**config.mk**
```make
export PLATFORM = sky130hd
export DESIGN_NAME = infoFifo_flat
export DESIGN_NICKNAME = d
export VERILOG_FILES = /design/src/common/ddpPkg.sv /design/src/common/rdmapInfoIf.sv /design/src/logic/infoFifo.sv /design/src/flat_wrapper.sv
export SDC_FILE = /design/constraint.sdc
export NUM_CORES = 1
export LEC_CHECK = 0
export CAP_MARGIN = 30
export CORE_MARGIN = 3
export CORE_UTILIZATION = 43
export CTS_BUF_LIST = sky130_fd_sc_hd__clkbuf_16
export CTS_CLUSTER_SIZE = 25
export DETAILED_ROUTE_END_ITERATION = 8
export DONT_BUFFER_PORTS = 1
export PLACE_DENSITY = 0.63
export SLEW_MARGIN = 0
export SYNTH_ARGS = -nofsm -noshare
export SYNTH_HDL_FRONTEND = slang
export SYNTH_SLANG_ARGS = --single-unit
```
**constraint.sdc**
```tcl
create_clock -name clock -period 6.75 [get_ports clock]
set_input_delay 0.675 -clock clock [delete_from_list [all_inputs] [get_ports clock]]
set_output_delay 0.675 -clock clock [all_outputs]
set_load 0.1 [all_outputs]
```
**src/common/ddpPkg.sv**
```systemverilog
`default_nettype none

package ddpPkg;

    // RDMAP opcodes, low nibble of the control byte
    localparam logic [3:0] OP_SEND = 4'd0;
    localparam logic [3:0] OP_REQ  = 4'd3;
    localparam logic [3:0] OP_ACK  = 4'd7;

    localparam int HDR_WIDTH      = 48;
    localparam int CTRL_WIDTH     = 8;
    localparam int DDP_HDR_WIDTH  = 16;
    localparam int TAG_WIDTH      = 8;
    localparam int TABLE_DEPTH    = 256;
    localparam int LEN_WIDTH      = 32;
    localparam int NUM_WIDTH      = 3;
    localparam int QN_WIDTH       = 16;
    localparam int FIFO_DEPTH     = 8;
    localparam int FIFO_PTR_WIDTH = $clog2(FIFO_DEPTH);
    localparam int APB_ADDR_WIDTH = 12;

    // DDP header layout {pieceId[2:0], queue[3:0], length[8:0]}
    localparam logic [15:0] REQ_DDP_HDR      = {3'd0, 4'd0, 9'd6};
    localparam logic [15:0] ACK_DDP_HDR      = {3'd0, 4'd0, 9'd4};
    localparam logic [7:0]  REQ_ACK_DDP_CTRL = 8'hC0;

    // Send FSM encoding
    localparam logic [2:0] S_IDLE   = 3'd0;
    localparam logic [2:0] S_RD_TBL = 3'd1;
    localparam logic [2:0] S_SEND   = 3'd2;
    localparam logic [2:0] S_WAIT   = 3'd3;
    localparam logic [2:0] S_POP    = 3'd4;

    // One RDMAP header word, decoded by opcode
    typedef union packed {
        struct packed {
            logic [4:0]  rsvd;
            logic [2:0]  pieceNum;
            logic [7:0]  tag;
            logic [31:0] length;
        } req;
        struct packed {
            logic [7:0]  tag;
            logic [39:0] unused;
        } send;
    } rdmapHdrU;

endpackage

`default_nettype wire

```
**src/common/rdmapInfoIf.sv**
```systemverilog
`default_nettype none

// Head of the RDMAP info queue
interface rdmapInfoIf;
    import ddpPkg::*;

    rdmapHdrU              header;
    logic [CTRL_WIDTH-1:0] ctrl;
    logic                  empty;
    logic                  pop;

    modport fifo (
        output header,
        output ctrl,
        output empty,
        input  pop
    );

    modport gen (
        input  header,
        input  ctrl,
        input  empty,
        output pop
    );

endinterface

`default_nettype wire

```
**src/logic/infoFifo.sv**
```systemverilog
`default_nettype none

module infoFifo (
    input  logic                                            clock,
    input  logic                                            reset,
    input  logic                                            push,
    input  logic [ddpPkg::CTRL_WIDTH+ddpPkg::HDR_WIDTH-1:0] pushData,
    output logic                                            full,
    rdmapInfoIf.fifo                                        head
);
    import ddpPkg::*;

    logic [CTRL_WIDTH+HDR_WIDTH-1:0] entries [FIFO_DEPTH];
    logic [FIFO_PTR_WIDTH-1:0]       wrPtr;
    logic [FIFO_PTR_WIDTH-1:0]       rdPtr;
    logic [FIFO_PTR_WIDTH:0]         count;

    // Depth is a power of two, so the count MSB alone means full
    assign full       = count[FIFO_PTR_WIDTH];
    assign head.empty = (count == '0);

    // First word falls through
    assign head.header = entries[rdPtr][HDR_WIDTH-1:0];
    assign head.ctrl   = entries[rdPtr][CTRL_WIDTH+HDR_WIDTH-1:HDR_WIDTH];

    always_ff @(posedge clock or negedge reset) begin
        if (!reset) begin
            wrPtr <= '0;
            rdPtr <= '0;
            count <= '0;
        end else begin
            if (push) begin
                wrPtr <= wrPtr + 1'b1;
            end
            if (head.pop) begin
                rdPtr <= rdPtr + 1'b1;
            end
            case ({push, head.pop})
                2'b10:   count <= count + 1'b1;
                2'b01:   count <= count - 1'b1;
                default: count <= count;
            endcase
        end
    end

    always_ff @(posedge clock) begin
        if (push) begin
            entries[wrPtr] <= pushData;
        end
    end

    // Producer and consumer both respect the flags
    assert property (@(posedge clock) disable iff (!reset) !(push && full))
        else $error("infoFifo push while full");
    assert property (@(posedge clock) disable iff (!reset) !(head.pop && head.empty))
        else $error("infoFifo pop while empty");

endmodule

`default_nettype wire

```
**src/flat_wrapper.sv**
```systemverilog
// flat-port wrapper written by rule: the top's interface ports become plain ports
module infoFifo_flat import ddpPkg::*;
  (clock, reset, push, pushData, full, head_header, head_ctrl, head_empty, head_pop);
  rdmapInfoIf head_i ();
  input  logic clock;
  input  logic reset;
  input  logic push;
  input  logic [ddpPkg::CTRL_WIDTH+ddpPkg::HDR_WIDTH-1:0] pushData;
  output logic full;
  output wire logic [$bits(head_i.header)-1:0] head_header;
  output wire logic [$bits(head_i.ctrl)-1:0] head_ctrl;
  output wire logic [$bits(head_i.empty)-1:0] head_empty;
  input wire logic [$bits(head_i.pop)-1:0] head_pop;
  assign head_header = head_i.header;
  assign head_ctrl = head_i.ctrl;
  assign head_empty = head_i.empty;
  assign head_i.pop = head_pop;
  infoFifo u_core (.clock(clock), .reset(reset), .push(push), .pushData(pushData), .full(full), .head(head_i));
endmodule
```
# Yosys cells after proc, flatten, opt, wreduce, memory -nomap -nowiden
# Memories as Yosys holds them, arrays and structs flattened.
# Cells that the tools add are included.
[word_totals]
register_bits = 10
ram_bits = 448
inputBits = 60
out_inout_bits = 58
mem_count = 1
[classes]
addsub = 4
n_eq_ne = 2
muxes = 3
n_reduce_logical = 2
[memory_table]
columns = ["memory", "depth", "word_bits", "rd", "rd_clocked_by_memory_dff", "wr", "line", "rtl"]
rows = [
  ["u_core.entries", 8, 56, 1, 0, 1, "infoFifo.sv:13", "logic [CTRL_WIDTH+HDR_WIDTH-1:0] entries [FIFO_DEPTH];"],
]
[ops]
columns = ["cell", "n"]
rows = [
  ["$pmux W4 S2", 1],
  ["$add A3 B1 Y3 const B", 2],
  ["$add A4 B1 Y4 const B", 1],
  ["$logic_not A4 Y1", 1],
  ["$sub A4 B1 Y4 const B", 1],
  ["$eq A2 B1 Y1 const B", 1],
  ["$eq A2 B2 Y1 const B", 1],
  ["$mux W1", 2],
  ["$reduce_bool A2 Y1", 1],
]

# Depth between registers and ports, before layout
# Gate-level depths: netlist (run 1).
[logic_depth]
word_depth = 2
mapped_depth = 7
mapped_depth_nobuf = 7

# Least setup slack after synthesis (run 1)
# Ideal clock, no wire load.
[synth_timing]
path_type = "in2reg"
from = "in push"
to = "mem u_core.entries[0][0] (netlist name), enable pin"
t_arrival_ns = 4.584
required_ns = 6.211
setup_slack_ns = 1.627
stages = 2
cell_sequence = "nand2b_1 -> nor3_1"
[synth_via]
elab_chain_cells = 2
[synth_lines]
columns = ["item", "line", "rtl"]
rows = [
  ["start: declaration", "flat_wrapper.sv:7", "input logic push;"],
  ["$mux W1", "infoFifo.sv:47", "if (push) begin"],
  ["$mux W1 (not written as such)", "infoFifo.sv:48", "entries[wrPtr] <= pushData;"],
  ["end: declaration", "infoFifo.sv:13", ""],
]
# No other way between the ends.

# Final worst setup path (run 1)
[layout_timing]
from = "reg u_core.rdPtr[0]"
to = "out head_header[11]"
[layout_via]
elab_chain_cells = 1
[layout_lines]
columns = ["item", "line", "rtl"]
rows = [
  ["start: declaration", "infoFifo.sv:15", "logic [FIFO_PTR_WIDTH-1:0] rdPtr;"],
  ["start signal: assignment", "infoFifo.sv:36", "rdPtr <= rdPtr + 1'b1;"],
  ["$mem_v2 Z8 W56", "--", ""],
  ["end: declaration", "flat_wrapper.sv:10", "output wire logic [$bits(head_i.header)-1:0] head_header;"],
]
# No other way between the ends.

==> results of run 1 <==
## flip-flops by register name, summed over array words and instances, names as in the netlist
signal,flops
u_core.count,4
u_core.entries,448
u_core.rdPtr,3
u_core.wrPtr,3
## layer usage
metal / vias to the layer above / routed length, microns / GRT usage, %
li1: 3094 / - / -
met1: 3821 / 13200 / 19.5
met2: 195 / 16900 / 26.3
met3: 45 / 2480 / 4.77
met4: 0 / 692 / 5.10
met5: - / 0 / 0
## cell type report
cell class,instances,area [sq um]
fill,3155,20100
clock inverter,33,246
timing repair buffer,25,355
multi-input combinational,212,3540
inverter,3,11.3
clock buffer,47,1180
sequential,458,13700
tap,525,657
## layout by cell type (no fill, tap or decap), types with 2 or more instances in the layout
cell type,synthesis,routed
clkbuf_16,0,48
nor3_2,0,2
buf_16,0,3
clkinvlp_4,0,2
mux4_2,112,112
nand2_1,4,4
nor2_4,0,6
clkinv_1,0,13
edfxtp_1,448,448
buf_4,0,13
bufinv_16,0,4
clkinv_2,0,4
mux2_2,59,59
dfrtp_1,10,7
dfrtp_4,0,3
nand2b_1,3,3
buf_12,0,7
xor2_1,3,3
xnor2_1,4,4
inv_1,3,12
ha_1,5,5
## stage by stage
| stage | setup slack (ps) | hold slack, ps | std cells | util [%] | instance area (sq um) |
|---|---|---|---|---|---|
| 2_1_floorplan | 1630 | 379 | 706 | - | 17400 |
| 3_3_place_gp | 3140 | 380 | 1212 | 45.3 | 18000 |
| 3_5_place_dp | 3030 | 380 | 1220 | 45.7 | 18200 |
| 4_1_cts | 2410 | 158 | 1301 | 49.3 | 19700 |
| 5_1_grt | 2480 | 168 | 1303 | 49.5 | 19700 |
| 6_report | 2740 | 196 | 1303 | 49.5 | 19700 |
## Yosys cell counts
master       n  area share, %
nor2_1       7           0.15
mux2_2      59            3.8
or3b_1       1          0.050
o21a_1       1          0.043
inv_1        3          0.065
nand2b_1     3           0.11
nor2b_1      1          0.036
ha_1         5           0.36
mux4_2     112             14
or4_1        1          0.043
a21o_1       1          0.043
edfxtp_1   448             77
clkbuf_1    11           0.24
buf_6        8           0.52
mux2i_1      1          0.058
buf_2       12           0.35
nor4_1       1          0.036
dfrtp_1     10            1.4
or4b_2       1          0.058
o221ai_1     1          0.050
nand3b_1     1          0.043
a21oi_1      1          0.029
o41ai_1      1          0.050
buf_1        2          0.043
xnor2_1      4           0.20
xor2_1       3           0.15
nand2_1      4          0.086
a2111oi_0    1          0.050
nor3_1       2          0.058
## logic make-up after synthesis
| family | Yosys count | share of synthesized area [%] |
|---|---|---|
| xor gates and xnor gates | 7 | 0.352 |
| adders and majority gates | 5 | 0.360 |
| muxes | 172 | 18.4 |
| AOI/OAI and AO/OA | 6 | 0.266 |
| buffers and inverters | 36 | 1.21 |
| and+or+nand+nor | 22 | 0.669 |
| DFF | 458 | 78.8 |
## worst register-to-register path: cells and delay by family, from the launching register on
family	cells	cell delay (ps)
muxes	1	260
DFF	1	870
buffers and inverters	2	800
adders and majority gates	1	330
## how the worst min path moves through the flow
stage,endpoint,slack (ps),start
2_1_floorplan,u_core.count[0],380,reset
3_3_place_gp,u_core.rdPtr[2],380,reset
3_5_place_dp,u_core.rdPtr[2],380,reset
4_1_cts,u_core.rdPtr[0],160,head_pop
5_1_grt,u_core.rdPtr[0],170,head_pop
6_report,u_core.rdPtr[0],200,head_pop
## what timing repair did
action                    in CTS  in global routing
gates resized for setup        0                  0
hold endpoints to repair      10                  0
hold buffers                   1                  0
==> reports/results.ini, run 1 <==
[routing]
drtPass1Iterations=4
avgViaCountPerCell=5.49
final_antenna_net_count=0
drc=0
vias=7155
wl_mm=33.2
drt_iter0_drc=460
wire_per_inst_microns=25.5

[clock_tree]
h-tree-depth=2
cts_setup_buffers=0
cts_sinks=458
cts-buffers-inserted=46
clock_path_buffers=3
clkTransAtPathRegs_ps=60
clkLatencyLatePin_ps=550
tritoncts=yes
clockRootBuffer=clkbuf_16

[min_path]
min_path_type=primary input to register
min_delay_path_depth=1

[floorplan]
die_area_sq_mm=0.0429
coreArea_sq_mm=0.0398
pin_count=118
fp.dieH_microns=207
row_count=73
start_util_pct=43.7
die_w_microns=207

[grt]
grt_overflow=0
grt_use_total_pct=15.6
grt_pass1_vias=8050
grt_antenna_before_repair=0
grt_pass1_wl_mm=50.2
grt_max_degree=61

[sta]
finalCriticalPeriod_ps=4010
fmax_mhz=249
skew_ps=8.40
hold_viol_final=0
rsz0062_at_grt=no
finalSetupViolations=0
worst-slew-pin-transition_ps=905
relSlewSlack_pct=39.7
totalNegativeSetupSlack_ps=0
fin_crit_sh_pct=59.5
final_max_slew_viol_count=0

[worst_setup_path]
cpPeakStageDelay_ps=870
critPathCapture=head_header[11]
worst-path-buf-inv=2
crit_path_start_kind=register
r2r_slack_ps=4360
reg2reg_to=u_core.rdPtr[1]
crit_start=u_core.rdPtr[0]
path_depth=4
required_ps=6070
end_kind=primary output
worstPathArrival_ps=3340
cp_top_family=multiplexers
r2r_start=u_core.rdPtr[0]
r2r_cells=4
critPathKind=register to primary output
crit_chain=buf_4, buf_16, mux4_2, mux2_2
slowest_stage=dfrtp_4
cp_max_fo=34

[layout]
nets=811
antenna_cells=0
drive_gt1_share_pct=34.2
syn2layout_area_growth_pct=13.3

[logic_synthesis]
ys_seq_area_share_pct=78.8
yosys_warnings=0
netlist_area_sq_mm=0.0174
synth_cell_types=29
syn_avg_cell_area_sq_um=24.6
syn_inst=706
ys_ff_latch=458
synthesis.nets=771

[placement]
routabilityCongestion=0.674
io_buffer_count=0
dp_hpwl_mm=18.6

[job]
maxCapViolations=0

[outcome]
status=completed

Power of run 1 is left out: the tool's default activity adds up to more than one toggle a clock period on the data nets, which glitch-free logic cannot reach.
==> inputs of run 2 (changes only) <==
--- a/config.mk
+++ b/config.mk
@@ -12,7 +12,7 @@
 export CTS_CLUSTER_SIZE = 25
 export DETAILED_ROUTE_END_ITERATION = 8
 export DONT_BUFFER_PORTS = 1
-export PLACE_DENSITY = 0.63
+export PLACE_DENSITY = 0.65
 export SLEW_MARGIN = 0
 export SYNTH_ARGS = -nofsm -noshare
 export SYNTH_HDL_FRONTEND = slang
==> constraint.sdc (replaced) <==
create_clock -name clock -period 3.25 [get_ports clock]
set_input_delay 0.325 -clock clock [delete_from_list [all_inputs] [get_ports clock]]
set_output_delay 0.325 -clock clock [all_outputs]
set_load 0.1 [all_outputs]
==> reports/results.ini, run 2 (synthesis gave the netlist of run 1 again) <==
[worst_setup_path]
worstPathArrival_ps=2580
critPathKind=register to primary output
slowest_stage=dfrtp_4
worst-path-buf-inv=1
cpPeakStageDelay_ps=760
crit_path_start_kind=register
end_kind=primary output
cp_top_family=multiplexers
cp_max_fo=46
crit_chain=buf_12, mux4_2, mux2_2
required_ps=2920

[routing]
avgViaCountPerCell=5.57
drt_iter0_drc=523
final_antenna_net_count=0
vias=7593
wl_mm=34.4
drtPass1Iterations=5
drc=0
wire_per_inst_microns=25.3

[placement]
io_buffer_count=0
dpl.cell_count=1218
routabilityCongestion=0.674
dp_hpwl_mm=18.8

[clock_tree]
h-tree-depth=2
cts-buffers-inserted=48
cts_setup_buffers=0
clkLatencyLatePin_ps=570
tritoncts=yes
clkTransAtPathRegs_ps=60
clock_path_buffers=3
cts_sinks=458
clockRootBuffer=clkbuf_16

[layout]
drive_gt1_share_pct=32.1
top_regs=u_core.entries: 448 flops, u_core.count: 4 flops
largest_reg_flops=448
syn2layout_area_growth_pct=17.0
fillers=3090
layout_common_cells=edfxtp_1, mux4_2, mux2_2, dlygate4sd3_1, clkbuf_16
antenna_cells=0
final_common_cell=edfxtp_1
max_flop_register=u_core.entries
fin_cells=1362
nets=868

[sta]
fin_crit_sh_pct=89.3
fmax_mhz=345
finalSetupViolations=0
rsz0062_at_grt=no
relSlewSlack_pct=58.3
hold_viol_final=0
skew_ps=11.2
worst-slew-pin-transition_ps=624
finalCriticalPeriod_ps=2900
final_max_slew_viol_count=0

[floorplan]
start_util_pct=43.7
coreArea_sq_mm=0.0398
die_w_microns=207
row_count=73
die_area_sq_mm=0.0429
fp.dieH_microns=207
pin_count=118

[job]
maxCapViolations=0

[grt]
grt_use_total_pct=16.3
grt_pass1_vias=8386
grt_pass1_wl_mm=52.8
grt_max_degree=59
grt_overflow=0
grt_antenna_before_repair=3

[min_path]
min_path_type=primary input to register

[outcome]
status=completed

-- run 2: path summary, 6_finish.rpt --
| kind | slack, ps | start | cells past startpoint | endpoint |
|---|---|---|---|---|
| min in group asynchronous | 200 | reset | 1 | u_core.wrPtr[0] |
| max in group asynchronous | 2610 | reset | 1 | u_core.rdPtr[0] |
| setup reg to reg | 1230 | u_core.wrPtr[0] | 3 | u_core.entries[6][2] |
| hold reg to reg | 570 | u_core.wrPtr[1] | 1 | u_core.wrPtr[1] |
| hold / removal | 160 | head_pop | 2 | u_core.count[0] |
| setup / recovery | 350 | u_core.rdPtr[1] | 3 | head_header[1] |
-- run 2: what timing repair did --
action | CTS | global route
hold buffers | 59 | 0
endpoints found under the hold margin | 464 | 0
gates resized for setup | 0 | 0
-- run 2: routing by layer --
metal | up-vias | GRT usage, % | routed length (microns)
li1 | 3220 | - | -
met1 | 4122 | 21.7 | 14200
met2 | 191 | 26.9 | 17500
met3 | 56 | 4.60 | 2020
met4 | 4 | 4.19 | 678
met5 | - | 0 | 25
-- run 2: layout make-up --
type | count | area, sq um | area share, %
Multi-Input combinational cell | 212 | 3570 | 17.5
Sequential cell | 458 | 13700 | 67.4
Clock buffer | 49 | 1230 | 6.03
Timing Repair Buffer | 80 | 881 | 4.33
Tap cell | 525 | 657 | 3.23
Clock inverter | 35 | 295 | 1.45
Inverter | 3 | 11.3 | 0.0553
-- run 2: per-stage QoR --
step	setup TNS (ps)	hold WS, ps	util [%]	setup WS [ps]	area, sq um
floorplan	-31120	29.4	-	-191	17400
global placement	0	30.1	45.7	955	18200
detailed placement	0	30.0	45.7	915	18200
CTS	0	109	51.0	278	20300
global route	0	144	51.1	224	20400
finish	0	157	51.1	348	20400
Power of run 2 is left out for the same reason.
