**config.mk**
```make
export PLATFORM = sky130hd
export DESIGN_NAME = ddpHdrGen_flat
export DESIGN_NICKNAME = d
export VERILOG_FILES = /design/src/common/ddpPkg.sv /design/src/common/rdmapInfoIf.sv /design/src/ddpGen/ddpHdrGen.sv /design/src/flat_wrapper.sv
export SDC_FILE = /design/constraint.sdc
export NUM_CORES = 1
export LEC_CHECK = 0
export BUFFER_PORTS_ARGS = -buffer_cell sky130_fd_sc_hd__buf_2
export CORE_UTILIZATION = 30
export DETAILED_ROUTE_END_ITERATION = 7
export PLACE_DENSITY_LB_ADDON = 0.3
export SLEW_MARGIN = 15
export SYNTH_ARGS = -nofsm -noshare
export SYNTH_HDL_FRONTEND = slang
export SYNTH_SLANG_ARGS = --single-unit
```
**constraint.sdc**
```tcl
create_clock -name clock -period 2.9 [get_ports clock]
set_input_delay 0.435 -clock clock [delete_from_list [all_inputs] [get_ports clock]]
set_output_delay 0.435 -clock clock [all_outputs]
set_load 0.01 [all_outputs]
```
**src/common/ddpPkg.sv**
```systemverilog
`default_nettype none

package ddpPkg;

    // RDMAP opcodes, low nibble of the control byte
    localparam logic [3:0] OP_SEND = 4'd0;
    localparam logic [3:0] OP_REQ  = 4'd3;
    localparam logic [3:0] OP_ACK  = 4'd7;

    localparam int HDR_WIDTH      = 48;
    localparam int CTRL_WIDTH     = 8;
    localparam int DDP_HDR_WIDTH  = 16;
    localparam int TAG_WIDTH      = 8;
    localparam int TABLE_DEPTH    = 256;
    localparam int LEN_WIDTH      = 32;
    localparam int NUM_WIDTH      = 3;
    localparam int QN_WIDTH       = 16;
    localparam int FIFO_DEPTH     = 8;
    localparam int FIFO_PTR_WIDTH = $clog2(FIFO_DEPTH);
    localparam int APB_ADDR_WIDTH = 12;

    // DDP header layout {pieceId[2:0], queue[3:0], length[8:0]}
    localparam logic [15:0] REQ_DDP_HDR      = {3'd0, 4'd0, 9'd6};
    localparam logic [15:0] ACK_DDP_HDR      = {3'd0, 4'd0, 9'd4};
    localparam logic [7:0]  REQ_ACK_DDP_CTRL = 8'hC0;

    // Send FSM encoding
    localparam logic [2:0] S_IDLE   = 3'd0;
    localparam logic [2:0] S_RD_TBL = 3'd1;
    localparam logic [2:0] S_SEND   = 3'd2;
    localparam logic [2:0] S_WAIT   = 3'd3;
    localparam logic [2:0] S_POP    = 3'd4;

    // One RDMAP header word, decoded by opcode
    typedef union packed {
        struct packed {
            logic [4:0]  rsvd;
            logic [2:0]  pieceNum;
            logic [7:0]  tag;
            logic [31:0] length;
        } req;
        struct packed {
            logic [7:0]  tag;
            logic [39:0] unused;
        } send;
    } rdmapHdrU;

endpackage

`default_nettype wire

```
**src/common/rdmapInfoIf.sv**
```systemverilog
`default_nettype none

// Head of the RDMAP info queue
interface rdmapInfoIf;
    import ddpPkg::*;

    rdmapHdrU              header;
    logic [CTRL_WIDTH-1:0] ctrl;
    logic                  empty;
    logic                  pop;

    modport fifo (
        output header,
        output ctrl,
        output empty,
        input  pop
    );

    modport gen (
        input  header,
        input  ctrl,
        input  empty,
        output pop
    );

endinterface

`default_nettype wire

```
**src/ddpGen/ddpHdrGen.sv**
```systemverilog
`default_nettype none

module ddpHdrGen (
    input  logic                             clock,
    input  logic                             reset,
    rdmapInfoIf.gen                          info,
    input  logic                             pkgFull,
    output logic                             pkgValid,
    output logic [ddpPkg::HDR_WIDTH-1:0]     pkgRdmapHeader,
    output logic [ddpPkg::CTRL_WIDTH-1:0]    pkgRdmapCtrl,
    output logic [ddpPkg::DDP_HDR_WIDTH-1:0] pkgDdpHeader,
    output logic [ddpPkg::CTRL_WIDTH-1:0]    pkgDdpCtrl,
    output logic                             numWrite,
    output logic [ddpPkg::TAG_WIDTH-1:0]     numWriteAddr,
    output logic [ddpPkg::NUM_WIDTH-1:0]     numWriteData,
    output logic                             lenWrite,
    output logic [ddpPkg::TAG_WIDTH-1:0]     lenWriteAddr,
    output logic [ddpPkg::LEN_WIDTH-1:0]     lenWriteData,
    output logic                             tableRead,
    output logic [ddpPkg::TAG_WIDTH-1:0]     tableReadAddr,
    input  logic [ddpPkg::NUM_WIDTH-1:0]     numReadData,
    input  logic [ddpPkg::LEN_WIDTH-1:0]     lenReadData,
    output logic                             queueRd,
    output logic [ddpPkg::TAG_WIDTH-1:0]     queueRdAddr,
    input  logic [ddpPkg::QN_WIDTH-1:0]      queueRdData
);
    import ddpPkg::*;

    logic [3:0]               opcode;
    logic                     idle;
    logic                     isReq;
    logic                     isAck;
    logic                     isSend;
    logic                     isOther;
    logic                     reqAckGo;
    logic [2:0]               state;
    logic [2:0]               nextState;
    logic                     tableDataValid;
    logic [NUM_WIDTH-1:0]     numHeld;
    logic [LEN_WIDTH-1:0]     lenHeld;
    logic [QN_WIDTH-1:0]      qnHeld;
    logic [NUM_WIDTH-1:0]     sendNum;
    logic [LEN_WIDTH-1:0]     sendLen;
    logic [QN_WIDTH-1:0]      sendQn;
    logic [NUM_WIDTH-1:0]     pieceIdx;
    logic                     lastPiece;
    logic                     sendOnePiece;
    logic [8:0]               pieceLen;
    logic [3:0]               pieceQn;
    logic [DDP_HDR_WIDTH-1:0] sendHdr;
    logic [CTRL_WIDTH-1:0]    sendCtrl;

    // ========================================
    // Opcode decode
    // ========================================
    assign opcode  = info.ctrl[3:0];
    assign idle    = (state == S_IDLE);
    assign isReq   = ~info.empty & idle & (opcode == OP_REQ);
    assign isAck   = ~info.empty & idle & (opcode == OP_ACK);
    assign isSend  = ~info.empty & idle & (opcode == OP_SEND);
    assign isOther = ~info.empty & idle & (opcode != OP_REQ) & (opcode != OP_ACK)
                     & (opcode != OP_SEND);

    assign reqAckGo = (isReq | isAck) & ~pkgFull;

    // Request records its transfer shape
    assign numWrite     = isReq & ~pkgFull;
    assign numWriteAddr = info.header.req.tag;
    assign numWriteData = info.header.req.pieceNum;
    assign lenWrite     = isReq & ~pkgFull;
    assign lenWriteAddr = info.header.req.tag;
    assign lenWriteData = info.header.req.length;

    // ========================================
    // Send FSM
    // ========================================
    assign tableRead     = (state == S_RD_TBL);
    assign tableReadAddr = info.header.send.tag;
    assign queueRd       = (state == S_RD_TBL);
    assign queueRdAddr   = info.header.send.tag;

    always_ff @(posedge clock or negedge reset) begin
        if (!reset) begin
            state          <= S_IDLE;
            tableDataValid <= 1'b0;
            pieceIdx       <= '0;
        end else begin
            state          <= nextState;
            tableDataValid <= tableRead;
            if (sendOnePiece) begin
                pieceIdx <= lastPiece ? '0 : pieceIdx + 1'b1;
            end
        end
    end

    // Hold the table results for the rest of the send
    always_ff @(posedge clock) begin
        if (tableDataValid) begin
            numHeld <= numReadData;
            lenHeld <= lenReadData;
            qnHeld  <= queueRdData;
        end
    end

    assign sendNum = tableDataValid ? numReadData : numHeld;
    assign sendLen = tableDataValid ? lenReadData : lenHeld;
    assign sendQn  = tableDataValid ? queueRdData : qnHeld;

    assign sendOnePiece = ((state == S_SEND) | (state == S_WAIT)) & ~pkgFull;
    assign lastPiece    = (pieceIdx == sendNum - 1'b1);

    always_comb begin
        nextState = state;
        case (state)
            S_IDLE: begin
                if (isSend) begin
                    nextState = S_RD_TBL;
                end
            end
            S_RD_TBL: nextState = S_SEND;
            S_SEND, S_WAIT: begin
                if (sendOnePiece && lastPiece) begin
                    nextState = S_POP;
                end else if (pkgFull) begin
                    nextState = S_WAIT;
                end else begin
                    nextState = S_SEND;
                end
            end
            S_POP:   nextState = S_IDLE;
            default: nextState = S_IDLE;
        endcase
    end

    // Piece k takes byte k of the length and nibble k of the queue word
    assign pieceLen = {1'b0, sendLen[{pieceIdx[1:0], 3'b000} +: 8]} + 9'd1;
    assign pieceQn  = sendQn[{pieceIdx[1:0], 2'b00} +: 4];
    assign sendHdr  = {pieceIdx, pieceQn, pieceLen};
    assign sendCtrl = {(pieceIdx == '0), lastPiece, 6'd0};

    // ========================================
    // Output mux and pop
    // ========================================
    assign pkgValid       = sendOnePiece | reqAckGo;
    assign pkgDdpHeader   = sendOnePiece ? sendHdr :
                            isReq        ? REQ_DDP_HDR : ACK_DDP_HDR;
    assign pkgDdpCtrl     = sendOnePiece ? sendCtrl : REQ_ACK_DDP_CTRL;
    assign pkgRdmapHeader = info.header;
    assign pkgRdmapCtrl   = info.ctrl;

    // Unknown opcodes are dropped
    assign info.pop = ~info.empty & ((state == S_POP) | reqAckGo | (isOther & ~pkgFull));

    assert property (@(posedge clock) disable iff (!reset)
        tableDataValid |-> (numReadData >= 3'd1 && numReadData <= 3'd4))
        else $error("ddpHdrGen piece count out of range");

endmodule

`default_nettype wire

```
**src/flat_wrapper.sv**
```systemverilog
// flat-port wrapper written by rule: the top's interface ports become plain ports
module ddpHdrGen_flat import ddpPkg::*;
  (clock, reset, pkgFull, pkgValid, pkgRdmapHeader, pkgRdmapCtrl, pkgDdpHeader, pkgDdpCtrl, numWrite, numWriteAddr, numWriteData, lenWrite, lenWriteAddr, lenWriteData, tableRead, tableReadAddr, numReadData, lenReadData, queueRd, queueRdAddr, queueRdData, info_header, info_ctrl, info_empty, info_pop);
  rdmapInfoIf info_i ();
  input  logic clock;
  input  logic reset;
  input  logic pkgFull;
  output logic pkgValid;
  output logic [ddpPkg::HDR_WIDTH-1:0] pkgRdmapHeader;
  output logic [ddpPkg::CTRL_WIDTH-1:0] pkgRdmapCtrl;
  output logic [ddpPkg::DDP_HDR_WIDTH-1:0] pkgDdpHeader;
  output logic [ddpPkg::CTRL_WIDTH-1:0] pkgDdpCtrl;
  output logic numWrite;
  output logic [ddpPkg::TAG_WIDTH-1:0] numWriteAddr;
  output logic [ddpPkg::NUM_WIDTH-1:0] numWriteData;
  output logic lenWrite;
  output logic [ddpPkg::TAG_WIDTH-1:0] lenWriteAddr;
  output logic [ddpPkg::LEN_WIDTH-1:0] lenWriteData;
  output logic tableRead;
  output logic [ddpPkg::TAG_WIDTH-1:0] tableReadAddr;
  input  logic [ddpPkg::NUM_WIDTH-1:0] numReadData;
  input  logic [ddpPkg::LEN_WIDTH-1:0] lenReadData;
  output logic queueRd;
  output logic [ddpPkg::TAG_WIDTH-1:0] queueRdAddr;
  input  logic [ddpPkg::QN_WIDTH-1:0] queueRdData;
  input wire logic [$bits(info_i.header)-1:0] info_header;
  input wire logic [$bits(info_i.ctrl)-1:0] info_ctrl;
  input wire logic [$bits(info_i.empty)-1:0] info_empty;
  output wire logic [$bits(info_i.pop)-1:0] info_pop;
  assign info_i.header = info_header;
  assign info_i.ctrl = info_ctrl;
  assign info_i.empty = info_empty;
  assign info_pop = info_i.pop;
  ddpHdrGen u_core (.clock(clock), .reset(reset), .info(info_i), .pkgFull(pkgFull), .pkgValid(pkgValid), .pkgRdmapHeader(pkgRdmapHeader), .pkgRdmapCtrl(pkgRdmapCtrl), .pkgDdpHeader(pkgDdpHeader), .pkgDdpCtrl(pkgDdpCtrl), .numWrite(numWrite), .numWriteAddr(numWriteAddr), .numWriteData(numWriteData), .lenWrite(lenWrite), .lenWriteAddr(lenWriteAddr), .lenWriteData(lenWriteData), .tableRead(tableRead), .tableReadAddr(tableReadAddr), .numReadData(numReadData), .lenReadData(lenReadData), .queueRd(queueRd), .queueRdAddr(queueRdAddr), .queueRdData(queueRdData));
endmodule
```
; ---- Yosys cells after proc, flatten, opt, wreduce, memory -nomap -nowiden
; Cells that the tools add are included.
[totals]
regBits = 58
out_inout_bits = 153
[op_classes]
addsub = 3
n_eq_ne = 10
shifts = 2
mux = 11
bitwise_logic = 19
reduce_logical = 6
[ops]
columns = op, n
row1 = 16-bit 2-to-1 mux, 2
row2 = 32-bit 2-to-1 mux, 1
row3 = 32-bit by 6-bit indexed part select with 8-bit output, 1
row4 = 16-bit by 5-bit indexed part select with 4-bit output, 1
row5 = 1-bit bitwise AND, 12
row6 = 3-bit 2-to-1 mux, 4
row7 = 8-bit by 1-bit adder with 9-bit output (second input constant), 1
row8 = 3-bit case mux with 3 select lines, 1
row9 = 8-bit 2-to-1 mux, 1
row10 = 3-bit by 2-bit == test with 1-bit output (second input constant), 2
row11 = 3-bit zero test, 2
row12 = 1-bit OR, 5
row13 = 4-bit by 2-bit == test with 1-bit output (second input constant), 1
row14 = 4-bit by 3-bit == test with 1-bit output (second input constant), 1
row15 = 4-bit zero test, 1
row16 = 4-bit by 2-bit != test with 1-bit output (second input constant), 1
row17 = 4-bit by 3-bit != test with 1-bit output (second input constant), 1
row18 = 4-bit nonzero test, 1
row19 = 3-bit by 1-bit adder with 3-bit output (second input constant), 1
row20 = 3-bit by 1-bit == test with 1-bit output (second input constant), 1
row21 = 3-bit == test, 1
row22 = 3-bit == test (second input constant), 1
row23 = 3-bit by 1-bit subtractor with 3-bit output (second input constant), 1
row24 = 2-bit 2-to-1 mux, 1
row25 = 5 further kinds, 6

; ---- Logic depth before layout (Yosys ltp)
; Gate-level depths: netlist (run 1).
[depth]
ltp_word = 8
mapped_depth = 12
ltp_nobuf = 7

; ---- Worst setup path after synthesis (run 1)
; No wires, ideal clock.
[synth_timing]
path_type = register to output
startpoint = reg u_core.tableDataValid
endpoint = out pkgDdpHeader[6] (netlist name)
t_arrival_ns = 2.236
required_time_ns = 2.465
slack_ns = 0.229
stages_incl_launch_ff = 11
n_path_buf = 3
path_cell_list = dfrtp_1 -> buf_6 -> buf_12 -> buf_6 -> mux2_1 -> o22ai_1 -> nor2_1 -> ha_1 -> nand4_1 -> or4_1 -> o21ai_0
[synth_via]
elab_chain_cells = 4
[synth_lines]
columns = element, line_no
row1 = "start, declared", ddpHdrGen.sv:38  ; logic tableDataValid;
row2 = "start signal, assigned", ddpHdrGen.sv:89  ; tableDataValid <= tableRead;
row3 = 32-bit 2-to-1 mux, ddpHdrGen.sv:106  ; assign sendLen = tableDataValid ? lenReadData : lenHeld;
row4 = net u_core.sendLen[8], ddpHdrGen.sv:43  ; logic [LEN_WIDTH-1:0] sendLen;
row5 = 32-bit by 6-bit indexed part select with 8-bit output, ddpHdrGen.sv:136  ; assign pieceLen = {1'b0, sendLen[{pieceIdx[1:0], 3'b000} +: 8]} + 9'd1;
row6 = 8-bit by 1-bit adder with 9-bit output, ddpHdrGen.sv:136
row7 = 16-bit 2-to-1 mux, ddpHdrGen.sv:145  ; assign pkgDdpHeader = sendOnePiece ? sendHdr :
row8 = "end, declared", flat_wrapper.sv:11  ; output logic [ddpPkg::DDP_HDR_WIDTH-1:0] pkgDdpHeader;
; The timed path passes the listed nets, and every way through them passes these cells.

; ---- Final worst setup path (run 1)
[layout_timing]
startpoint = reg u_core.tableDataValid
endpoint = out pkgDdpHeader[7] (netlist name)
; The elaborated chain is that of the path after synthesis.

==> reports/results.md, run 1 <==
| Group | Parameter | Reported |
| --- | --- | --- |
| outcome | Status | finished, violations left |
| outcome | Violations in the final reports | design-rule violations, negative setup slack |
| global route | Via count of the first global-routing pass | 2211 |
| timing | Post-Route Hold Slack | 0.3553 ns |
| global route | Overflow left after global routing | 0 |
| synthesis | FF+latch count, synth | 58 |
| synthesis | Number of instances in the synthesized netlist | 376 |
| placement | Post-placement setup slack | 0.07311 ns |
| setup path | Kind of critical path | flop to primary output |
| die | Vertical die dimension | 111.6 µm |
| die | I/O Pins | 264 |
| layout | Synth-to-layout area growth | 1.492% |
| route | Detailed-route wire length | 8.379 mm |
| synthesis | Primary FF master, synth | dfxtp_1 |
| setup path | Kind of end point of the critical path | primary output |
| run | Max-cap check violation count | 0 |
| layout | Most frequent cells in the layout | buf_2 (86), dfxtp_1 (51), mux2_2 (37), nor2_1 (29) |
| layout | Combined area of the multi-input logic cells | 1379 µm² |
| clock tree | CTS HTree Levels | 3 |
| clock tree | TritonCTS clock tree | done |
| power and ir drop | Peak VDD IR | 407.3 µV |
| setup path | Cell breakdown of the critical path | buf_12, mux2_4, mux4_2, or4_4, a21oi_2, buf_2 |
| die | Row Count | 39 |
| synthesis | EDFF count, synth | 0 |
| global route | Initial antenna violation count | 0 |
| setup path | Nature of the critical path startpoint | flop |
| timing | Maximum achievable frequency | 0.3304 GHz |
| timing | Worst Setup Slack, final | -0.1264 ns |
| synthesis | Area of the mapped netlist | 3606 µm² |
| route | Average detailed-routed wire length per instance | 16.72 µm |
| setup path | Required time at the endpoint of the critical path | 2.47 ns |
| clock tree | Clock slew at reported path FFs | 0.05 ns |
| route | Initial detailed-routing violation count | 110 |
| timing | Pins Over Slew Limit | 0 |
| die | Full die area | 12460 µm² |
| global route | Overall fraction of global-route tracks in use | 13.55% |
| global route | Wire length of the first global-routing pass | 12.77 mm |
| worst hold path | Worst min path class | input pin to flop |
| timing | Total of endpoints with negative setup slack in the final report | 1 |
| setup path | Delay of the slowest critical-path stage | 0.53 ns |
| setup path | Signal arrival time at the worst endpoint | 2.59 ns |
| timing | RSZ-0062 raised after global routing | true |
| die | Area of the core region | 11560 µm² |
| layout | # nets final | 468 |
| setup path | Critical path's top delay family | multiplexers |
| route | DR DRC count | 12 |
| timing | Crit path time final | 3.026 ns |
| die | Die Span X | 111.6 µm |
| placement | Half-perimeter wire length after detailed placement | 6.639 mm |
| synthesis | Post-Syn Area per Cell | 9.590 µm² |
| setup path | Buffers plus inverters on the worst setup path | 2 |
| global route | Maximum number of pins on one net before global-route repair | 20 |
| die | Initial core utilization | 31.18% |
| synthesis | Sequential fraction of the synthesis area | 33.17% |
| route | Number of iterations in the first detailed-routing pass | 8 |
| synthesis | Synth unique cells | 44 |
| timing | Portion of the clock cycle consumed by the worst path in the final layout | 104.4% |
| synthesis | Async set-or-reset flop fraction in the synthesized netlist | 12.07% |
| timing | Final setup skew | 0.003715 ns |
| timing | Final hold violation count | 0 |
| clock tree | Clock latency reported for the late side of the worst-skew pair | 0.32 ns |
| layout | Fraction of final layout cells sized beyond drive strength 1 | 51.68% |
| layout | Antenna diode count | 0 |
| setup path | Slowest cell on the critical path | or4_4 |
| power and ir drop | Cell leakage power | 1.636 nW |
| clock tree | Buffer levels on the longest clock path | 2 |
| clock tree | Cts bufs inserted | 9 |
| setup path | Maximum net fanout on the critical path | 13 |
| route | Vias/cell | 4.525 |
| layout | Seq. cell area | 1197 µm² |
| route | Vias | 2267 |
| placement | Gp weighted congestion | 0.8126 |
| power and ir drop | Power per Cell Area | 1347 nW/µm² |
| route | Number of routed nets with antenna violations | 0 |
| layout | Commonest non-fill, non-tap cell in the layout | buf_2 |
| layout | Fill count | 1170 |
| timing | Final TNS setup | -0.1264 ns |
| placement | Total of buffers placed on input and output ports | 86 |
| synthesis | Number of warning messages in the yosys log | 0 |
| clock tree | Total number of clock tree sinks | 58 |
| clock tree | Clock Root Buffer | clkbuf_16 |
## routing by layer
metal	wire length [µm]	global-route usage (%)
met5	0	0
met4	88	5.225
met3	1063	8.165
met2	4125	22.28
met1	3102	14.06
## where the power goes
group          switching, mW  internal, mW
Combinational           1.26          1.29
Clock                  0.349         0.657
Sequential             0.139          1.23
Total                   1.75          3.18
## synthesized netlist by cell type (all sizes together), types with 5 or more instances
master / instances / area, µm²
o22ai: 14 / 87.58
or3: 9 / 56.30
nand3: 5 / 30.03
a21oi: 5 / 25.02
mux2: 49 / 585.6
o21ai: 8 / 40.04
buf: 142 / 1087
inv: 5 / 18.76
dfxtp: 51 / 1021
dfrtp: 7 / 175.2
nor2: 31 / 116.4
nand2: 8 / 30.03
## flip-flops by register name (all words and copies together) (netlist names)
register / cells
u_core.lenHeld: 32
u_core.qnHeld: 16
u_core.numHeld: 3
u_core.pieceIdx: 3
u_core.state: 3
u_core.tableDataValid: 1
## metrics by stage
| step | cell area (µm²) | power (mW) | cells | utilization [%] |
|---|---|---|---|---|
| global route | 3660 | 5.316 | 501 | 31.65 |
| CTS | 3611 | 4.874 | 499 | 31.22 |
| floorplan | 3625 | 3.236 | 381 | - |
| detailed placement | 3221 | 3.657 | 475 | 27.85 |
| finish | 3660 | 4.930 | 501 | 31.65 |
| global placement | 3221 | 3.616 | 475 | 27.85 |
## cell families after synthesis
logic type | after synthesis | share of synthesized area (%)
buffers and inverters | 149 | 30.88
AND/OR/NAND/NOR | 72 | 9.959
flip-flops | 58 | 33.17
multiplexers | 52 | 17.42
AO/OA/AOI/OAI | 34 | 5.621
XOR/XNOR | 6 | 1.458
adder cells (fa/ha/maj) | 4 | 1.388
other | 1 | 0.1040
## worst paths after layout
path | slack (ns) | end | startpoint | cells past startpoint
hold reg to reg | 0.46 | u_core.lenHeld[18] | u_core.lenHeld[18] | 1
hold / removal | 0.36 | u_core.lenHeld[18] | lenReadData[18] | 2
min in group asynchronous | 0.48 | u_core.state[0] | reset | 2
setup / recovery | -0.13 | pkgDdpHeader[7] | u_core.tableDataValid | 6
setup reg to reg | 0.74 | u_core.pieceIdx[2] | u_core.tableDataValid | 9
max in group asynchronous | 2.25 | u_core.tableDataValid | reset | 2
## what timing repair did
item | 4_1_cts | 5_1_grt
pin swaps | 5 | 4
hold endpoints to repair | 7 | 0
hold buffers | 1 | 0
resized for setup | 12 | 8
setup buffers | 7 | 2
setup endpoints to repair | 4 | 5
## area by class of cell
type                    instances  share of cell area (%)
clock buffers                  10                   6.256
repair buffers                105                   16.38
inverters                       5                  0.5128
flip-flops and latches         58                   32.72
clock inverters                 6                   1.573
multi-input cells             174                   37.68
well taps                     143                   4.889
Note: power is estimated with default switching activity, not from simulation.
==> inputs of run 2 (changes only) <==
- ABC_CLOCK_PERIOD_IN_PS: default -> 2900
- CORE_MARGIN: default -> 2
- CTS_BUF_LIST: default -> sky130_fd_sc_hd__clkbuf_2
==> reports/results.md, run 2 (synthesis results as in run 1) <==
| Group | Parameter | Reported |
| --- | --- | --- |
| die | Die Span X | 113.6 µm |
| setup path | Endpoint of the most critical register-to-register path | u_core.state[1] |
| setup path | Depth of the most critical reg-to-reg path | 12 |
| placement | Post-placement setup slack | 0.1135 ns |
| global route | Overall fraction of global-route tracks in use | 12.68% |
| layout | Flip-flop count of the largest register after layout | 32 |
| setup path | Nature of the critical path startpoint | flop |
| timing | Pins Over Slew Limit | 0 |
| clock tree | Clock slew at reported path FFs | 0.16 ns |
| placement | Total of buffers placed on input and output ports | 86 |
| route | Detailed-route wire length | 8.534 mm |
| layout | Antenna diode count | 0 |
| layout | Fraction of final layout cells sized beyond drive strength 1 | 52.35% |
| setup path | Worst reg2reg path startpoint | u_core.tableDataValid |
| setup path | Kind of end point of the critical path | primary output |
| route | DR DRC count | 0 |
| placement | Half-perimeter wire length after detailed placement | 6.665 mm |
| clock tree | TritonCTS clock tree | done |
| worst hold path | Worst hold path stage count | 2 |
| worst hold path | End of the worst hold path | u_core.qnHeld[15] |
| layout | Commonest non-fill, non-tap cell in the layout | buf_2 |
| setup path | R2R setup slack | 0.49 ns |
| layout | Largest Register | u_core.lenHeld |
| timing | Maximum achievable frequency | 0.3150 GHz |
| setup path | Kind of critical path | flop to primary output |
| power and ir drop | Power per Cell Area | 1275 nW/µm² |
| route | Number of iterations in the first detailed-routing pass | 4 |
| layout | Fill count | 1233 |
| die | Full die area | 12910 µm² |
| die | I/O Pins | 264 |
| setup path | Slowest cell on the critical path | or4_4 |
| run | Max-cap check violation count | 0 |
| timing | Worst Setup Slack, final | -0.2747 ns |
| global route | Overflow left after global routing | 0 |
| setup path | Cell breakdown of the critical path | buf_8, mux2_4, mux4_2, or4_4, a21oi_2, buf_2 |
| clock tree | Clock Root Buffer | clkbuf_2 |
| clock tree | Clock latency reported for the late side of the worst-skew pair | 0.48 ns |
| setup path | Required time at the endpoint of the critical path | 2.47 ns |
| clock tree | Total number of clock tree sinks | 58 |
| timing | Final hold violation count | 0 |
| outcome | Violations in the final reports | negative setup slack |
| setup path | Signal arrival time at the worst endpoint | 2.74 ns |
| timing | Crit path time final | 3.175 ns |
| outcome | Status | finished, violations left |
| route | Initial detailed-routing violation count | 70 |
| worst hold path | Worst min path class | input pin to flop |
| timing | Final setup skew | 0.01687 ns |
| global route | Wire length of the first global-routing pass | 12.30 mm |
| layout | # nets final | 472 |
| clock tree | Buffer levels on the longest clock path | 2 |
| clock tree | CTS HTree Levels | 3 |
| timing | Portion of the clock cycle consumed by the worst path in the final layout | 109.5% |
| layout | Synth-to-layout area growth | -0.4165% |
| route | Vias/cell | 4.533 |
| die | Vertical die dimension | 113.6 µm |
| power and ir drop | Cell leakage power | 1.622 nW |
| setup path | Delay of the slowest critical-path stage | 0.52 ns |
| die | Area of the core region | 11860 µm² |
| global route | Initial antenna violation count | 0 |
| placement | Gp weighted congestion | 0.8278 |
| route | Number of routed nets with antenna violations | 0 |
| power and ir drop | Peak VDD IR | 317.5 µV |
| clock tree | Cts bufs inserted | 9 |
| layout | Largest registers | u_core.lenHeld x32, u_core.qnHeld x16 |
| layout | Most frequent cells in the layout | buf_2 (85), dfxtp_1 (51), mux2_2 (29), nor2_1 (29), mux2_4 (18) |
| global route | Maximum number of pins on one net before global-route repair | 19 |
| global route | Via count of the first global-routing pass | 2235 |
| die | Row Count | 40 |
| die | Initial core utilization | 30.40% |
| setup path | Maximum net fanout on the critical path | 9 |
| timing | RSZ-0062 raised after global routing | true |
| route | Vias | 2303 |
| worst hold path | Worst Min Path Start | queueRdData[15] |
| timing | Total of endpoints with negative setup slack in the final report | 7 |
| power and ir drop | Total power consumption of the routed design | 4.577 mW |
| route | Average detailed-routed wire length per instance | 16.80 µm |
## run 2: cell type report
cell class	instances	area [µm²]	share of cell area, %
clock buffer	10	50.05	1.394
sequential	58	1197	33.35
clock inverter	5	46.29	1.289
multi-input combinational	174	1429	39.79
timing repair buffer	109	665.6	18.54
inverter	5	18.77	0.5226
tap	147	183.9	5.122
## run 2: what timing repair did
action | 4_1_cts | 5_1_grt
hold buffers | 1 | 0
buffers inserted | 9 | 2
endpoints found under the hold margin | 7 | 0
endpoints found under the setup margin | 9 | 13
resized for setup | 22 | 22
pin swaps | 5 | 7
gates cloned | 0 | 0
## run 2: report_power, final
part	internal (mW)	total, mW	switching (mW)
Sequential	1.22	1.36	0.142
Combinational	1.42	2.74	1.31
Clock	0.189	0.476	0.287
Total	2.83	4.58	1.74
## run 2: how the worst max path moves through the flow
stage	cells after the start	slack (ns)	end	start
after floorplan	10	0.23	pkgDdpHeader[6]	u_core.tableDataValid
after global placement	9	0.15	pkgDdpHeader[6]	u_core.tableDataValid
after detailed placement	8	0.11	pkgDdpHeader[7]	u_core.tableDataValid
after CTS	9	-0.32	pkgDdpHeader[6]	u_core.tableDataValid
after global routing	9	-0.46	pkgDdpHeader[6]	u_core.tableDataValid
final	6	-0.27	pkgDdpHeader[7]	u_core.tableDataValid
## run 2: per-layer routing
layer / GRT usage [%] / routed length (µm)
met1: 12.55 / 3192
met2: 21.56 / 4138
met3: 7.439 / 1020
met4: 5.528 / 182
met5: 0 / 0
## run 2: worst max-delay path, delay by kind of cell (launching register included)
kind / cells / cell delay [ns]
buf+inv: 2 / 0.32
mux: 2 / 0.79
flops: 1 / 0.49
compound gates: 1 / 0.14
simple gates: 1 / 0.52
## run 2: through the flow
| stage | instances | util (%) | setup TNS, ns | hold WS, ns | area, µm² |
|---|---|---|---|---|---|
| 2_1_floorplan | 381 | - | 0 | 0.1394 | 3625 |
| 5_1_grt | 508 | 30.27 | -2.593 | 0.1198 | 3591 |
| 3_5_place_dp | 481 | 27.22 | 0 | 0.2878 | 3228 |
| 4_1_cts | 506 | 29.43 | -1.500 | 0.1292 | 3491 |
| 6_report | 508 | 30.27 | -0.8720 | 0.1787 | 3591 |
| 3_3_place_gp | 481 | 27.22 | 0 | 0.2866 | 3228 |
==> inputs of run 3 (changes only) <==
- CAP_MARGIN: default -> 0
- CORE_MARGIN: 2 -> 4
==> reports/results.md, run 3 (synthesis results as in run 1) <==
| Group | Parameter | Reported |
| --- | --- | --- |
| run | Max-cap check violation count | 0 |
| route | Initial detailed-routing violation count | 91 |
| clock tree | Clock Root Buffer | clkbuf_2 |
| global route | Wire length of the first global-routing pass | 13.73 mm |
| timing | Post-Route Hold Slack | 0.1956 ns |
| timing | Worst Setup Slack, final | -0.2719 ns |
| timing | Total of endpoints with negative setup slack in the final report | 6 |
| setup path | Signal arrival time at the worst endpoint | 2.74 ns |
| placement | Placed Area | 3236 µm² |
| clock tree | Cts bufs inserted | 9 |
| outcome | Status | finished, violations left |
| power and ir drop | Power per Cell Area | 1273 nW/µm² |
| timing | RSZ-0062 raised after global routing | true |
| route | Average detailed-routed wire length per instance | 17.63 µm |
| route | Number of routed nets with antenna violations | 0 |
| setup path | Maximum net fanout on the critical path | 9 |
| die | I/O Pins | 264 |
| die | Vertical die dimension | 117.6 µm |
| layout | Cell Count, Final, Fillers Out | 503 |
| layout | Flip-flop count of the largest register after layout | 32 |
| layout | # nets final | 472 |
| die | Initial core utilization | 31.05% |
| global route | Overflow left after global routing | 0 |
| placement | Half-perimeter wire length after detailed placement | 7.008 mm |
| clock tree | Clock latency reported for the late side of the worst-skew pair | 0.46 ns |
| layout | Commonest non-fill, non-tap cell in the layout | buf_2 |
| power and ir drop | Share of power burned in the clock network | 10.2% |
| power and ir drop | Sw frac | 38.32% |
| setup path | Kind of critical path | flop to primary output |
| route | Number of iterations in the first detailed-routing pass | 4 |
| setup path | Slowest cell on the critical path | or4_4 |
| timing | Final setup skew | 0.01989 ns |
| placement | Post-placement setup slack | 0.1245 ns |
| power and ir drop | Sequential Power Share | 30.0% |
| layout | Final non-filler cell area | 3572 µm² |
| global route | Maximum number of pins on one net before global-route repair | 18 |
| setup path | Cell breakdown of the critical path | buf_12, mux2_2, o22ai_1, or2_1, or3_4, or4_4, a21oi_2, buf_2 |
| timing | Portion of the clock cycle consumed by the worst path in the final layout | 109.4% |
| global route | Via count of the first global-routing pass | 2413 |
| route | Vias/cell | 4.489 |
| timing | Final hold violation count | 0 |
| clock tree | Clock slew at reported path FFs | 0.18 ns |
| setup path | Required time at the endpoint of the critical path | 2.47 ns |
| outcome | Violations in the final reports | negative setup slack |
| power and ir drop | Switching power | 1.743 mW |
| placement | Total of buffers placed on input and output ports | 86 |
| setup path | Nature of the critical path startpoint | flop |
| layout | Post-layout util | 30.76% |
| die | Row Count | 39 |
| power and ir drop | Internal power | 2.804 mW |
| power and ir drop | Peak VDD IR | 288.1 µV |
| timing | Crit path time final | 3.172 ns |
| global route | Overall fraction of global-route tracks in use | 12.56% |
| timing | Transition time of the tightest slew-check pin | 0.7377 ns |
| timing | Worst slew margin relative to its limit | 50.64% |
| setup path | Kind of end point of the critical path | primary output |
| clock tree | Buffer levels on the longest clock path | 2 |
| layout | Largest registers | u_core.lenHeld x32, u_core.qnHeld x16 |
| clock tree | CTS HTree Levels | 3 |
| route | Detailed-route wire length | 8.869 mm |
| layout | Fraction of final layout cells sized beyond drive strength 1 | 53.33% |
| placement | Placed cells | 477 |
| route | Vias | 2258 |
| placement | Gp weighted congestion | 0.7887 |
| setup path | Critical path's top delay family | simple AND/OR/NAND/NOR gates |
| setup path | Buffers plus inverters on the worst setup path | 2 |
| timing | Maximum achievable frequency | 0.3153 GHz |
| layout | Antenna diode count | 0 |
| power and ir drop | Combinational fraction of design power | 59.8% |
| setup path | Delay of the slowest critical-path stage | 0.49 ns |
| route | DR DRC count | 0 |
| worst hold path | Worst min path class | input pin to flop |
| layout | Fill count | 1202 |
| layout | Synth-to-layout area growth | -0.9367% |
| timing | Pins Over Slew Limit | 0 |
| clock tree | Total number of clock tree sinks | 58 |
| die | Area of the core region | 11610 µm² |
| global route | Initial antenna violation count | 0 |
| die | Full die area | 13840 µm² |
| power and ir drop | Cell leakage power | 1.602 nW |
| layout | Most frequent cells in the layout | buf_2 (85), dfxtp_1 (51), mux2_2 (34), nor2_1 (28), buf_4 (20) |
| layout | Largest Register | u_core.lenHeld |
| die | Die Span X | 117.6 µm |
| clock tree | TritonCTS clock tree | done |
==> run 3: cell count changes in the layout (fill, tap and decap cells not counted), moves of 4 or more <==
cell	previous run	this run
buf_4	14	20
mux2_4	18	14
mux2_2	29	34
buf_8	4	0
buf_6	4	0
==> run 3: layer usage <==
metal / routed length (µm) / track usage, %
met5: 0 / 0
met4: 142 / 4.542
met3: 1040 / 6.776
met2: 4373 / 21.42
met1: 3313 / 13.08
==> run 3: path summary, 6_finish.rpt <==
check	from	end	slack, ns	cells past startpoint
max in group asynchronous	reset	u_core.tableDataValid	2.39	2
worst min-delay path	lenReadData[10]	u_core.lenHeld[10]	0.20	2
worst max register to register	u_core.tableDataValid	u_core.pieceIdx[1]	0.82	10
worst max-delay path	u_core.tableDataValid	pkgDdpHeader[7]	-0.27	8
worst min register to register	u_core.lenHeld[18]	u_core.lenHeld[18]	0.49	1
min in group asynchronous	reset	u_core.state[0]	0.34	2
==> run 3: cell type report <==
type / count / area [µm²] / area share, %
multi-input combinational: 174 / 1431 / 40.07
sequential: 58 / 1197 / 33.52
timing repair buffer: 109 / 653.1 / 18.28
tap: 143 / 178.9 / 5.009
clock inverter: 5 / 47.55 / 1.331
clock buffer: 9 / 45.04 / 1.261
inverter: 5 / 18.77 / 0.5254
==> run 3: timing repair <==
item / CTS / global route
gates resized for setup: 14 / 16
hold buffers: 1 / 0
hold endpoints to repair: 7 / 0
gates cloned: 1 / 0
setup endpoints to repair: 7 / 13
buffers inserted: 8 / 2
pin swaps: 5 / 3
==> run 3: through the flow <==
stage | TNS [ns] | total power, mW
2_1_floorplan | 0 | 3.236
3_3_place_gp | 0 | 3.655
3_5_place_dp | 0 | 3.686
4_1_cts | -1.238 | 4.408
5_1_grt | -2.378 | 4.932
6_report | -0.9528 | 4.547
==> run 3: worst reg2reg max path, cell delays in order, from the launching register on <==
cell,delay (ns)
dfrtp_2,0.46
buf_12,0.13
buf_16,0.14
mux2i_4,0.25
ha_2,0.22
xor2_2,0.17
xnor2_2,0.14
nand3_2,0.10
buf_4,0.16
nand3_1,0.07
o21ai_0,0.09
==> run 3: power groups by stage <==
stage / sequential, mW / clock [mW] / combinational, mW
global route: 1.41 / 0.524 / 3.00
finish: 1.36 / 0.464 / 2.72
global placement: 1.36 / 0 / 2.29
detailed placement: 1.38 / 0 / 2.31
CTS: 1.36 / 0.486 / 2.56
floorplan: 1.32 / 0 / 1.91
